==> config.mk <==
export PLATFORM = sky130hd
export DESIGN_NAME = fetchTop
export DESIGN_NICKNAME = d
export VERILOG_FILES = /design/src/verilog/fetchPkg.sv /design/src/verilog/fetchIf.sv /design/src/verilog/fetchTop.sv /design/src/verilog/instrLengthDecoder.sv /design/src/verilog/icacheTile.sv /design/src/verilog/pcSequencer.sv
export SDC_FILE = /design/constraint.sdc
export NUM_CORES = 1
export LEC_CHECK = 0
export BUFFER_PORTS_ARGS = -buffer_cell sky130_fd_sc_hd__buf_4
export CORE_MARGIN = 1.5
export CORE_UTILIZATION = 40
export DETAILED_ROUTE_END_ITERATION = 10
export PLACE_DENSITY = 0.6
export SETUP_SLACK_MARGIN = 0.5
export SLEW_MARGIN = 0
export SYNTH_ARGS = -nofsm -noshare
export SYNTH_HDL_FRONTEND = slang
export SYNTH_SLANG_ARGS = --single-unit
==> constraint.sdc <==
create_clock -name clock -period 13.03 [get_ports clock]
set_clock_uncertainty 0.15 [all_clocks]
set_input_delay 0.6515 -clock clock [delete_from_list [all_inputs] [get_ports clock]]
set_output_delay 0.6515 -clock clock [all_outputs]
set_load 0.005 [all_outputs]
==> src/verilog/fetchPkg.sv <==
package fetchPkg;

	// memory and fetch status, same encoding as the memory bus
	typedef enum logic [1:0]
	{
		memReady = 2'b00,	// idle, nothing in flight
		memOk    = 2'b01,	// data valid this cycle
		memHold  = 2'b10,	// busy, requester keeps its address
		memFault = 2'b11	// reserved for a bus error
	} memOk_t;

	// instruction size as seen by the length decoder
	typedef enum logic
	{
		kindShort = 1'b0,	// 16-bit instruction
		kindWide  = 1'b1	// 32-bit instruction
	} instrKind_t;

	// block geometry
	// one cached block is two consecutive lines

	localparam int blockBits = 256;	// bits per cached block

	localparam int lineBytes = 16;	// bytes per line

	localparam int memAddrBits = 20;	// memory byte address width

endpackage
==> src/verilog/fetchIf.sv <==
`timescale 1ns/1ps

interface fetchIf
	import fetchPkg::*;
();

	logic [31:0] pc;	// current fetch address
	logic [31:0] window;	// 32 bits starting at pc
	memOk_t      status;	// ok on a hit, hold while the line is missing
	logic [2:0]  step;	// bytes to advance, 0/2/4

	// holds the PC and follows the step
	modport seqPort
	(
		output pc,
		input  step
	);

	// looks up the PC and serves the window
	modport cachePort
	(
		input  pc,
		output window,
		output status
	);

	// sizes the window and reports the step
	modport decodePort
	(
		input  pc,
		input  window,
		input  status,
		output step
	);

endinterface

==> src/verilog/fetchTop.sv <==
`timescale 1ns/1ps

module fetchTop
	import fetchPkg::*;
#(
	parameter logic [31:0] resetPc = 32'h0000_0100	// must be halfword aligned
) (
	input  logic                   clock,
	input  logic                   rst,

	// branch redirect
	input  logic                   branchStrobe,
	input  logic [31:0]            branchPc,

	// memory side
	input  logic [blockBits-1:0]   memData,
	input  memOk_t                 memOk,
	output logic [memAddrBits-1:0] memAddr,
	output logic                   memOe,

	// issue side
	output logic                   instrValid,
	output logic [31:0]            instr,
	output instrKind_t             instrWide,
	output logic [31:0]            instrPc
);

	fetchIf fetch();	// PC, window, status and step between the blocks

	pcSequencer #(
		.resetPc      (resetPc)
	) u_pcSequencer (
		.clock        (clock),
		.rst          (rst),
		.branchStrobe (branchStrobe),
		.branchPc     (branchPc),
		.fetch        (fetch.seqPort)
	);

	icacheTile u_icacheTile (
		.clock        (clock),
		.rst          (rst),
		.fetch        (fetch.cachePort),
		.memData      (memData),
		.memOk        (memOk),
		.memAddr      (memAddr),
		.memOe        (memOe)
	);

	instrLengthDecoder u_instrLengthDecoder (
		.clock        (clock),
		.rst          (rst),
		.fetch        (fetch.decodePort),
		.instrValid   (instrValid),
		.instr        (instr),
		.instrWide    (instrWide),
		.instrPc      (instrPc)
	);

endmodule

==> src/verilog/instrLengthDecoder.sv <==
`timescale 1ns/1ps

module instrLengthDecoder
	import fetchPkg::*;
(
	input  logic        clock,
	input  logic        rst,
	fetchIf.decodePort  fetch,

	output logic        instrValid,	// one cycle per issued instruction
	output logic [31:0] instr,	// short ones are zero-extended
	output instrKind_t  instrWide,
	output logic [31:0] instrPc	// address of the issued instruction
);

	instrKind_t  kind;	// size of the instruction in the window
	logic        fire;	// window is valid this cycle
	logic [31:0] issueData;

	assign fire = (fetch.status == memOk);

	// top three bits of the first halfword all set marks a wide one
	always_comb
	begin
		if (fetch.window[15:13] == 3'b111)
			kind = kindWide;
		else
			kind = kindShort;
	end

	always_comb
	begin
		if (kind == kindWide)
			issueData = fetch.window;
		else
			issueData = {16'h0000, fetch.window[15:0]};
	end

	// advance only when the window was actually consumed
	always_comb
	begin
		if (!fire)
			fetch.step = 3'd0;
		else if (kind == kindWide)
			fetch.step = 3'd4;
		else
			fetch.step = 3'd2;
	end

	always_ff @(posedge clock)
	begin
		if (rst)
			instrValid <= 1'b0;
		else
			instrValid <= fire;
	end

	// issue registers, loaded on every consumed window
	always_ff @(posedge clock)
	begin
		if (fire)
		begin
			instr     <= issueData;
			instrWide <= kind;
			instrPc   <= fetch.pc;	// PC of the fetch cycle
		end
	end

endmodule

==> src/verilog/icacheTile.sv <==
`timescale 1ns/1ps

module icacheTile
	import fetchPkg::*;
(
	input  logic                   clock,
	input  logic                   rst,
	fetchIf.cachePort              fetch,

	input  logic [blockBits-1:0]   memData,	// two lines, low line in low half
	input  memOk_t                 memOk,	// memory status
	output logic [memAddrBits-1:0] memAddr,	// line address of the request
	output logic                   memOe	// request pending
);

	localparam int offBits = $clog2(lineBytes);	// byte offset within a line
	localparam int lineNumBits = memAddrBits - offBits;	// line number width
	localparam int hwIndexBits = $clog2(blockBits / 16);	// halfword slot in block

	// fill sequencer
	typedef enum logic
	{
		fillIdle,	// no request out
		fillWait	// request out, waiting for memOk
	} fillState_t;

	fillState_t fillState;

	logic [blockBits-1:0]   blkData;	// cached block
	logic [lineNumBits-1:0] blkLine;	// line number of the lower line
	logic                   blkFilled;	// block holds valid data
	logic [lineNumBits-1:0] reqLine;	// line being fetched

	logic [lineNumBits-1:0] pcLine;	// line of the fetch PC
	logic [lineNumBits-1:0] blkNextLine;	// line of the upper half
	logic                   inLowLine;
	logic                   inHighLine;
	logic                   lastHalf;	// PC on the final halfword of its line
	logic                   pcHit;
	logic [hwIndexBits-1:0] hwIndex;	// halfword slot of the PC
	logic [blockBits-1:0]   shiftedBlk;

	logic                   startReq;
	logic                   memDone;

	assign pcLine      = fetch.pc[memAddrBits-1:offBits];
	assign blkNextLine = blkLine + 1'b1;	// wraps like the memory does
	assign lastHalf    = &fetch.pc[offBits-1:1];

	assign inLowLine  = (pcLine == blkLine);
	assign inHighLine = (pcLine == blkNextLine);

	// The last halfword of the upper line would need bits beyond the
	// block, so it counts as a miss. The refill then starts at that line
	// and the whole 32-bit window is present afterwards.
	assign pcHit = blkFilled && (inLowLine || (inHighLine && !lastHalf));

	// window select, shift the block down by the halfword slot
	assign hwIndex    = {inHighLine, fetch.pc[offBits-1:1]};
	assign shiftedBlk = blkData >> {hwIndex, 4'b0000};

	assign fetch.window = shiftedBlk[31:0];
	assign fetch.status = pcHit ? fetchPkg::memOk : memHold;

	assign startReq = (fillState == fillIdle) && !pcHit;
	assign memDone  = (fillState == fillWait) && (memOk == fetchPkg::memOk);

	always_ff @(posedge clock)
	begin
		if (rst)
		begin
			fillState <= fillIdle;
			blkFilled <= 1'b0;
		end
		else
		begin
			case (fillState)
				fillIdle:
				begin
					if (startReq)
					begin
						fillState <= fillWait;
						blkFilled <= 1'b0;	// nothing hits while the fill runs
					end
				end
				fillWait:
				begin
					if (memDone)
					begin
						fillState <= fillIdle;
						blkFilled <= 1'b1;
					end
				end
				default:
					fillState <= fillIdle;
			endcase
		end
	end

	// Request line and block contents. The request line is captured once,
	// so a redirect during the fill leaves the address on the bus alone.
	// The new PC is looked up again once the block is in.
	always_ff @(posedge clock)
	begin
		if (startReq)
			reqLine <= pcLine;
		if (memDone)
		begin
			blkData <= memData;
			blkLine <= reqLine;
		end
	end

	assign memAddr = {reqLine, {offBits{1'b0}}};	// line aligned
	assign memOe   = (fillState == fillWait);	// held until memOk

endmodule

==> src/verilog/pcSequencer.sv <==
`timescale 1ns/1ps

module pcSequencer #(
	parameter logic [31:0] resetPc = 32'h0000_0100	// fetch address after reset
) (
	input  logic        clock,
	input  logic        rst,
	input  logic        branchStrobe,	// one-cycle redirect request
	input  logic [31:0] branchPc,	// redirect target
	fetchIf.seqPort     fetch
);

	logic [31:0] pcReg;	// architectural fetch PC
	logic [31:0] targetPc;	// branch target, forced to a halfword
	logic [31:0] stepPc;	// sequential successor
	logic [31:0] nextPc;

	// redirect targets are halfword aligned, bit 0 is dropped
	assign targetPc = {branchPc[31:1], 1'b0};

	// step is zero while the cache holds, so the PC simply stays
	assign stepPc = pcReg + {29'd0, fetch.step};

	// A redirect wins over the step. The instruction fetched in the
	// strobe cycle is still registered by the decoder at the same edge,
	// so nothing is lost by overwriting the PC here.
	always_comb
	begin
		if (branchStrobe)
			nextPc = targetPc;
		else
			nextPc = stepPc;
	end

	always_ff @(posedge clock)
	begin
		if (rst)
			pcReg <= resetPc;
		else
			pcReg <= nextPc;
	end

	assign fetch.pc = pcReg;

endmodule

==> flow_metrics.env, run 1 <==
export IMPL_outcome="completed"
export IMPL_vias_per_cell=5.26
export IMPL_reg2reg_to="u_pcSequencer.fetch.pc[17]"
export IMPL_whs_ns=0.105
export IMPL_worstSetupEndpointType="flop"
export IMPL_seq_area_frac_synth_pct=65.8
export IMPL_finalMaxSlewViolations=0
export IMPL_h_tree_depth=2
export IMPL_synthArstFlopShare_pct=0
export IMPL_r2r_slack_ns=7.16
export IMPL_clkPwrFrac_pct=42.6
export IMPL_first_iter_violations=612
export IMPL_place_inst=1822
export IMPL_synth_ff_type="edfxtp_1"
export IMPL_layout_drive_gt1_share_pct=43.8
export IMPL_postLayoutCellArea_mm2=0.0218
export IMPL_cts_num_sinks=386
export IMPL_clock_fmax_mhz=170
export IMPL_drtAntennaViolNets=0
export IMPL_num_vias=9997
export IMPL_cp_start_kind="flop"
export IMPL_rsz0062_at_grt="no"
export IMPL_yosysTopAreaCell="edfxtp_1"
export IMPL_tightest_slew_ns=1.07
export IMPL_setup_tns_ns=0
export IMPL_r2r_cells=15
export IMPL_path_max_fanout=72
export IMPL_grt_total_usage_pct=19.5
export IMPL_ir_worst_vdd_mv=0.105
export IMPL_fp_dieW_um=210
export IMPL_core_mm2=0.0420
export IMPL_holdPathStages=1
export IMPL_placed_area_mm2=0.0204
export IMPL_die_y_um=210
export IMPL_avgRoutedWirePerCell_um=22.5
export IMPL_worst_hold_path_type="in -> reg"
export IMPL_cts_buffers=42
export IMPL_dieArea_mm2=0.0440
export IMPL_slew_headroom_pct=28.8
export IMPL_synthCells=964
export IMPL_synth_top_area_share_pct=61.8
export IMPL_synth_area_per_cell_um2=17.7
export IMPL_clock_latency_ns=0.57
export IMPL_holdBufCountCts=0
export IMPL_crit_type="reg -> reg"
export IMPL_min_to="u_icacheTile.blkData[190]"
export IMPL_clockBufferDepth=3
export IMPL_root_buffer="clkbuf_16"
export IMPL_finalNetCount=1624
export IMPL_antenna_found_initial=4
export IMPL_final_util_pct=51.8
export IMPL_start_util_pct=40.7
export IMPL_gp_congestion=0.799
export IMPL_p_leak_nw=7.72
export IMPL_power_switching_w=0.000600
export IMPL_crit_arrival_ns=6.14
export IMPL_drc=0
export IMPL_io_buffers=373
export IMPL_p_int_w=0.00227
export IMPL_layout_area_overhead_vs_synth_pct=27.4
export IMPL_setup_violations=0
export IMPL_synth_area_leaders="edfxtp_1 (62%), mux4_2 (17%), dfxtp_1 (4.0%), xor2_1 (1.5%), nor2_1 (1.4%)"
export IMPL_grt_max_degree=73
export IMPL_yosysWarnings=0
export IMPL_fp_row_count=75
export IMPL_ctsResizeCount=0
export IMPL_wl_mm=42.7
export IMPL_clk_pin_slew_worst_paths_ns=0.06
export IMPL_min_from="memData[190]"
export IMPL_stdcell_count=1900
export IMPL_maxCapViolCount=0
export IMPL_sw_frac_of_total_pct=20.9
export IMPL_hpwl_mm=30.1
export IMPL_power_share_combinational_pct=7.7
export IMPL_period_needed_ns=5.87
export IMPL_grt_pass1_wl_mm=63.3
export IMPL_synth_cell_types=57
export IMPL_cts_tree="done"
export IMPL_netlist_area_mm2=0.0171
export IMPL_cts_setup_buffers=0
export IMPL_p_per_area_mw_per_mm2=132
export IMPL_dr_pass1_iters=5
export IMPL_reg2reg_from="u_pcSequencer.fetch.pc[2]"
export IMPL_grt_pass1_vias=10470
export IMPL_hold_violations=0
export IMPL_power_frac_seq_pct=49.7
export IMPL_synth_seq_cells=386
export IMPL_io_pins=380
export IMPL_overflow=0
export IMPL_synth_edf_count=352
export IMPL_worst_ep_required_time_ns=13.31
export IMPL_fin_crit_sh_pct=45.0
-- placed cells by master (no fill, tap or decap), drive strengths merged, types with 4 or more instances in the layout --
cell / n
o21ai: 22
nor3: 12
mux4: 141
nand3: 15
nor2b: 9
nand2: 37
nor2: 66
inv: 10
nand2b: 4
and3: 7
nand4: 11
xnor2: 20
nor3b: 4
bufinv: 6
xor2: 30
buf: 384
edfxtp: 352
a21oi: 33
and2: 21
nor4: 6
mux2i: 24
conb: 5
and4: 4
dfxtp: 34
clkinv: 8
clkbuf: 60
-- registers in the layout, indices dropped and copies added (netlist names) --
| name | count |
|---|---|
| u_icacheTile.reqLine | 16 |
| u_icacheTile.memOe | 1 |
| u_instrLengthDecoder.instrValid | 1 |
| u_icacheTile.blkData | 256 |
| u_icacheTile.blkFilled | 1 |
| u_instrLengthDecoder.instr | 32 |
| u_instrLengthDecoder.instrWide | 1 |
| u_instrLengthDecoder.instrPc | 31 |
| u_icacheTile.blkLine | 16 |
| u_pcSequencer.fetch.pc | 31 |
-- per-layer routing --
metal	track usage (%)	share of wire (%)	vias up
met3	6.54	8.6	66
met5	0	0.12	-
met2	33.5	51	348
met1	23.2	38	4978
li1	-	-	4599
met4	5.73	2.0	6
-- cell usage after synthesis, drive strengths merged (4+ instances only) --
cell type,number
a21oi,33
and2,21
and3,7
and4,4
buf,28
clkbuf,41
dfxtp,34
edfxtp,352
inv,8
mux2i,24
mux4,141
nand2,37
nand2b,4
nand3,15
nand4,11
nor2,66
nor2b,9
nor3,12
nor3b,4
nor4,6
o21ai,22
xnor2,20
xor2,30
-- cell families after synthesis --
kind of cell	share of synthesized area, %
adder cells (fa/ha/maj)	0.337
multiplexers	20.4
buffers and inverters	2.18
AND/OR/NAND/NOR	6.14
other	0.0219
AO/OA/AOI/OAI	2.58
flip-flops	65.8
XOR/XNOR	2.56
-- metrics by stage --
stage	total power, W	worst slack [ns]
3_3_place_gp	0.00167	7.17
6_report	0.00287	7.16
3_5_place_dp	0.00168	7.11
5_1_grt	0.00297	6.72
4_1_cts	0.00291	7.08
2_1_floorplan	0.00157	4.58
-- critical path, stage by stage (launching register included) --
cell and delay, ns:
dfxtp_4 0.86, buf_4 0.86, mux4_2 0.36, mux2i_1 0.11
or3_1 0.45, mux2i_4 0.44, nand2b_1 0.15, fa_1 0.50
nand4b_1 0.30, nor3_1 0.40, and2_1 0.48, nand3_1 0.15
xor2_1 0.17, nor2_1 0.06, a21oi_1 0.13, nor2_1 0.05
-- power groups by stage --
stage,Clock [W],Sequential (W),Combinational (W)
after floorplan,0,0.00144,0.000132
after detailed placement,0,0.00145,0.000225
after global routing,0.00130,0.00143,0.000240
after global placement,0,0.00145,0.000221
after CTS,0.00126,0.00143,0.000225
final,0.00122,0.00143,0.000221
-- worst max-delay path by stage --
stage / start / endpoint / depth (start not counted)
global route: u_icacheTile.blkLine[0] / u_pcSequencer.fetch.pc[27] / 20
global placement: u_pcSequencer.fetch.pc[2] / u_pcSequencer.fetch.pc[31] / 14
floorplan: memOk[0] / u_icacheTile.blkData[0] / 2
finish: u_pcSequencer.fetch.pc[2] / u_pcSequencer.fetch.pc[17] / 15
CTS: u_pcSequencer.fetch.pc[2] / u_pcSequencer.fetch.pc[31] / 14
detailed placement: u_pcSequencer.fetch.pc[2] / u_pcSequencer.fetch.pc[31] / 14
-- layout make-up --
cell class / instances / area [um^2]
fill: 3512 / 20300
inverter: 8 / 31.3
timing repair buffer: 384 / 2880
tap: 539 / 674
clock inverter: 17 / 254
sequential: 386 / 11300
clock buffer: 60 / 1160
antenna: 1 / 2.50
multi-input combinational: 505 / 5510
No activity file was read; power rests on OpenSTA's default activity.
==> inputs of run 2 (changes only) <==
==> constraint.sdc (replaced) <==
create_clock -name clock -period 5.05 [get_ports clock]
set_clock_uncertainty 0.15 [all_clocks]
set_input_delay 0.2525 -clock clock [delete_from_list [all_inputs] [get_ports clock]]
set_output_delay 0.2525 -clock clock [all_outputs]
set_load 0.005 [all_outputs]
==> flow_metrics.env, run 2 (same netlist as run 1, synthesis figures left out) <==
export IMPL_first_iter_violations=635
export IMPL_core_mm2=0.0420
export IMPL_clk_pin_slew_worst_paths_ns=0.06
export IMPL_drtAntennaViolNets=0
export IMPL_hold_violations=0
export IMPL_critPathMaxStageDelay_ns=0.58
export IMPL_layout_area_overhead_vs_synth_pct=46.3
export IMPL_overflow=0
export IMPL_grt_pass1_wl_mm=70.9
export IMPL_clockBufferDepth=3
export IMPL_finalMaxSlewViolations=0
export IMPL_period_needed_ns=4.49
export IMPL_p_leak_nw=9.08
export IMPL_tightest_slew_ns=0.940
export IMPL_crit_family="simple AND/OR/NAND/NOR gates"
export IMPL_cts_buffers=42
export IMPL_largest_reg_flops=256
export IMPL_avgRoutedWirePerCell_um=21.2
export IMPL_die_y_um=210
export IMPL_r2r_slack_ns=0.56
export IMPL_fp_dieW_um=210
export IMPL_grt_total_usage_pct=21.4
export IMPL_pre_cts_ws_ns=0.243
export IMPL_drc=0
export IMPL_worst_hold_path_type="in -> reg"
export IMPL_reg2reg_to="u_pcSequencer.fetch.pc[17]"
export IMPL_crit_cells=21
export IMPL_maxCapViolCount=0
export IMPL_dr_pass1_iters=5
export IMPL_regMostFlops="u_icacheTile.blkData"
export IMPL_gp_congestion=0.828
export IMPL_fp_row_count=75
export IMPL_fin_crit_sh_pct=89.0
export IMPL_cp_cell_sequence="ha_4, nand4_1, or4_1, a32oi_1, mux2i_1, nor3b_2, a31oi_1, nand2b_4, nor2_4, ha_4, inv_2, fa_2, nand4b_1, nor3_2, and2_4, buf_4, nand3_1, xor2_1, nor2_1, a21oi_1, nor2_1"
export IMPL_crit_start="u_icacheTile.blkLine[1]"
export IMPL_r2r_cells=21
export IMPL_finalNetCount=1943
export IMPL_layout_commonest_cell="buf_4"
export IMPL_setup_violations=0
export IMPL_reg2reg_from="u_icacheTile.blkLine[1]"
export IMPL_wl_mm=47.1
export IMPL_p_per_area_mw_per_mm2=299
export IMPL_total_power_w=0.00748
export IMPL_slew_headroom_pct=37.3
export IMPL_worst_ep_required_time_ns=5.34
export IMPL_path_max_fanout=5
export IMPL_clock_latency_ns=0.58
export IMPL_rsz0062_at_grt="yes"
export IMPL_worstSetupEndpointType="flop"
export IMPL_antenna_found_initial=7
export IMPL_root_buffer="clkbuf_16"
export IMPL_clock_fmax_mhz=223
export IMPL_reg_largest_list="u_icacheTile.blkData x256, u_instrLengthDecoder.instr x32"
export IMPL_num_vias=11528
export IMPL_place_inst=1829
export IMPL_path_buf_inv=2
export IMPL_fin_ws_ns=0.558
export IMPL_io_pins=380
export IMPL_h_tree_depth=2
export IMPL_vias_per_cell=5.19
export IMPL_crit_path_end="u_pcSequencer.fetch.pc[17]"
export IMPL_cpMaxStageDelayCell="or4_1"
export IMPL_layout_drive_gt1_share_pct=37.7
export IMPL_grt_pass1_vias=12241
export IMPL_cp_start_kind="flop"
export IMPL_setup_tns_ns=0
export IMPL_hpwl_mm=30.2
export IMPL_dieArea_mm2=0.0440
export IMPL_io_buffers=373
export IMPL_final_cell_mix="buf_4 (401), edfxtp_1 (352), dlygate4sd3_1 (298)"
export IMPL_start_util_pct=40.7
export IMPL_outcome="completed"
export IMPL_stdcell_count=2222
export IMPL_ir_worst_vdd_mv=0.279
export IMPL_cts_tree="done"
export IMPL_crit_type="reg -> reg"
export IMPL_grt_max_degree=143
export IMPL_crit_arrival_ns=4.78
export IMPL_cts_num_sinks=386
[run 2: cell types whose count changed in the layout (fill, tap and decap cells not counted), sizes merged, moves of 4 or more]
cell and delta:
buf +21, clkbuf -4, clkinv +10, diode +4
dlygate4sd3 +298
[run 2: worst min path at each step]
stage	startpoint	to	slack [ns]	depth (start not counted)
after global placement	memData[103]	u_icacheTile.blkData[103]	0.28	1
after global routing	branchStrobe	u_pcSequencer.fetch.pc[29]	0.15	3
after floorplan	memData[0]	u_icacheTile.blkData[0]	0.20	0
after detailed placement	memData[40]	u_icacheTile.blkData[40]	0.28	1
after CTS	branchStrobe	u_pcSequencer.fetch.pc[16]	0.08	3
final	branchStrobe	u_pcSequencer.fetch.pc[12]	0.12	3
[run 2: per-stage QoR]
step	util (%)	hold WS, ns	instance area [um^2]
2_1_floorplan	-	0.201	17100
3_3_place_gp	48.7	0.281	20500
3_5_place_dp	48.7	0.282	20500
4_1_cts	59.0	0.0819	24800
5_1_grt	59.5	0.150	25000
6_report	59.5	0.123	25000
[run 2: layer usage]
layer  GRT usage, %  part of all wire, %  up-vias
li1               -                    -     5244
met1           26.8                   40     5778
met2           37.0                   51      437
met3           4.86                  6.8       67
met4           6.50                  2.1        2
met5              0                0.028        -
[run 2: layout make-up]
class                      count  area [um^2]
fill                        3096        17000
multi-input combinational    505         5600
inverter                       8         31.3
sequential                   386        11300
clock buffer                  56         1130
clock inverter                20          219
timing repair buffer         703         6070
tap                          539          674
antenna                        5         12.5
[run 2: what timing repair did]
| action | CTS | global route |
|---|---|---|
| gates resized for setup | 5 | 20 |
| hold buffers | 298 | 0 |
| buffers inserted | 0 | 14 |
| pin swaps | 0 | 11 |
| endpoints found under the setup margin | 13 | 26 |
| endpoints found under the hold margin | 290 | 0 |
[run 2: where the power goes]
group / internal (W) / switching [W] / total [W]
combinational: 0.000509 / 0.000281 / 0.000790
clock: 0.00175 / 0.00127 / 0.00302
sequential: 0.00359 / 0.0000831 / 0.00368
total: 0.00585 / 0.00164 / 0.00748
[run 2: worst register-to-register path: stages, from the launching register on]
cell and delay, ns:
edfxtp_1 0.44, ha_4 0.19, nand4_1 0.14, or4_1 0.58
a32oi_1 0.24, mux2i_1 0.15, nor3b_2 0.23, a31oi_1 0.13
nand2b_4 0.18, nor2_4 0.09, ha_4 0.15, inv_2 0.04
fa_2 0.38, nand4b_1 0.22, nor3_2 0.23, and2_4 0.19
buf_4 0.14, nand3_1 0.09, xor2_1 0.15, nor2_1 0.05
a21oi_1 0.13, nor2_1 0.05
==> inputs of run 3 (changes only) <==
--- a/config.mk
+++ b/config.mk
@@ -6,10 +6,12 @@
 export NUM_CORES = 1
 export LEC_CHECK = 0
 export BUFFER_PORTS_ARGS = -buffer_cell sky130_fd_sc_hd__buf_4
+export CELL_PAD_IN_SITES_DETAIL_PLACEMENT = 0
+export CELL_PAD_IN_SITES_GLOBAL_PLACEMENT = 1
 export CORE_MARGIN = 1.5
 export CORE_UTILIZATION = 40
 export DETAILED_ROUTE_END_ITERATION = 10
-export PLACE_DENSITY = 0.6
+export PLACE_DENSITY = 0.71
 export SETUP_SLACK_MARGIN = 0.5
 export SLEW_MARGIN = 0
 export SYNTH_ARGS = -nofsm -noshare
==> flow_metrics.env, run 3 (same netlist as run 1, synthesis figures left out) <==
export IMPL_outcome="completed"
export IMPL_worst_hold_path_type="in -> reg"
export IMPL_reg2reg_to="u_pcSequencer.fetch.pc[29]"
export IMPL_largest_reg_flops=256
export IMPL_final_cell_mix="buf_4 (404), edfxtp_1 (352), dlygate4sd3_1 (299)"
export IMPL_min_from="branchStrobe"
export IMPL_dieArea_mm2=0.0440
export IMPL_drc=0
export IMPL_setup_tns_ns=0
export IMPL_setup_violations=0
export IMPL_worstSetupEndpointType="flop"
export IMPL_avgRoutedWirePerCell_um=21.4
export IMPL_fin_ws_ns=0.570
export IMPL_root_buffer="clkbuf_16"
export IMPL_vias_per_cell=5.19
export IMPL_clockBufferDepth=3
export IMPL_core_mm2=0.0420
export IMPL_hpwl_mm=30.3
export IMPL_first_iter_violations=642
export IMPL_layout_commonest_cell="buf_4"
export IMPL_die_y_um=210
export IMPL_layout_area_overhead_vs_synth_pct=46.6
export IMPL_maxCapViolCount=0
export IMPL_reg2reg_from="u_icacheTile.blkLine[1]"
export IMPL_pre_cts_ws_ns=0.156
export IMPL_placed_area_mm2=0.0204
export IMPL_hold_violations=0
export IMPL_finalMaxSlewViolations=0
export IMPL_slew_headroom_pct=27.7
export IMPL_min_to="u_pcSequencer.fetch.pc[13]"
export IMPL_grt_pass1_vias=12353
export IMPL_finalNetCount=1947
export IMPL_rsz0062_at_grt="yes"
export IMPL_fp_row_count=75
export IMPL_dr_pass1_iters=6
export IMPL_worst_ep_required_time_ns=5.34
export IMPL_cts_buffers=42
export IMPL_ir_worst_vdd_mv=0.292
export IMPL_grt_total_usage_pct=21.7
export IMPL_cts_num_sinks=386
export IMPL_reg_largest_list="u_icacheTile.blkData x256, u_instrLengthDecoder.instr x32"
export IMPL_postLayoutCellArea_mm2=0.0251
export IMPL_n_fill_cell=3100
export IMPL_num_vias=11574
export IMPL_clock_fmax_mhz=223
export IMPL_cts_tree="done"
export IMPL_crit_type="reg -> reg"
export IMPL_fin_crit_sh_pct=88.7
export IMPL_regMostFlops="u_icacheTile.blkData"
export IMPL_h_tree_depth=2
export IMPL_regArea_mm2=0.0113
export IMPL_r2r_cells=21
export IMPL_fp_dieW_um=210
export IMPL_grt_pass1_wl_mm=71.9
export IMPL_clk_pin_slew_worst_paths_ns=0.06
export IMPL_overflow=0
export IMPL_final_util_pct=59.6
export IMPL_antenna_found_initial=9
export IMPL_grt_max_degree=169
export IMPL_wl_mm=47.7
export IMPL_path_max_fanout=6
export IMPL_p_per_area_mw_per_mm2=302
export IMPL_clock_latency_ns=0.57
export IMPL_gp_congestion=0.896
export IMPL_holdPathStages=3
export IMPL_p_leak_nw=9.14
export IMPL_io_pins=380
export IMPL_multiInputGateArea_mm2=0.00561
export IMPL_crit_arrival_ns=4.77
export IMPL_period_needed_ns=4.48
export IMPL_io_buffers=373
export IMPL_r2r_slack_ns=0.57
export IMPL_drtAntennaViolNets=0
export IMPL_cp_start_kind="flop"
export IMPL_layout_drive_gt1_share_pct=38.0
export IMPL_tightest_slew_ns=1.08
export IMPL_start_util_pct=40.7
==> run 3: cell count changes in the layout (fill, tap and decap cells not counted), sizes merged <==
cell,change
inv,+3
and2,+1
clkinv,-5
buf,+2
clkbuf,+1
dlygate4sd3,+1
clkinvlp,+2
diode,+3
==> run 3: layout make-up <==
cell class / count / share of cell area [%]
Clock inverter: 20 / 0.764
Inverter: 8 / 0.125
Sequential cell: 386 / 44.9
Multi-Input combinational cell: 506 / 22.4
Antenna cell: 8 / 0.0799
Tap cell: 539 / 2.69
Clock buffer: 57 / 4.79
Timing Repair Buffer: 706 / 24.2
==> run 3: what timing repair did <==
action,4_1_cts,5_1_grt
resized for setup,7,18
buffers inserted,0,15
hold endpoints to repair,289,0
setup endpoints to repair,13,24
cloned,0,1
hold buffers,299,0
pin swaps,0,10
==> run 3: metal layers <==
layer	track usage (%)	wire [um]	vias up
met2	37.3	24300	460
li1	-	-	5246
met5	0	12	-
met3	4.97	3160	83
met4	7.64	1270	2
met1	27.0	19000	5783
==> run 3: report_power, final <==
| part | internal, W | switching (W) |
|---|---|---|
| Clock | 0.00183 | 0.00127 |
| Sequential | 0.00359 | 0.0000823 |
| Combinational | 0.000510 | 0.000285 |
==> run 3: worst max path at each step <==
| stage | startpoint | end | depth (start not counted) |
|---|---|---|---|
| CTS | u_icacheTile.blkLine[5] | u_pcSequencer.fetch.pc[29] | 19 |
| detailed placement | u_icacheTile.blkLine[1] | u_pcSequencer.fetch.pc[29] | 20 |
| global route | u_icacheTile.blkLine[1] | u_pcSequencer.fetch.pc[27] | 19 |
| global placement | u_icacheTile.blkLine[0] | u_pcSequencer.fetch.pc[27] | 20 |
| finish | u_icacheTile.blkLine[1] | u_pcSequencer.fetch.pc[29] | 21 |
| floorplan | u_icacheTile.memOe | u_icacheTile.blkData[0] | 2 |
==> run 3: worst max-delay path, stage by stage (launching register included) <==
cell and delay [ns]:
edfxtp_1 0.47, ha_4 0.22, buf_4 0.13, and4_2 0.24
a31o_2 0.25, a32oi_1 0.16, mux2i_1 0.14, nor3b_2 0.23
a31oi_1 0.14, nand2b_4 0.18, nor2_4 0.13, ha_4 0.15
inv_2 0.04, fa_2 0.37, nand4b_1 0.27, nor3_4 0.32
and2_4 0.24, nand4_1 0.12, xor2_1 0.16, nor2_1 0.05
a21oi_1 0.13, nor2_1 0.05
==> run 3: per-stage QoR <==
step,total power (W),hold WS [ns],std cells
3_3_place_gp,0.00432,0.281,1830
5_1_grt,0.00782,0.180,2230
4_1_cts,0.00762,0.0934,2206
3_5_place_dp,0.00433,0.282,1830
2_1_floorplan,0.00405,0.201,968
6_report,0.00757,0.120,2230
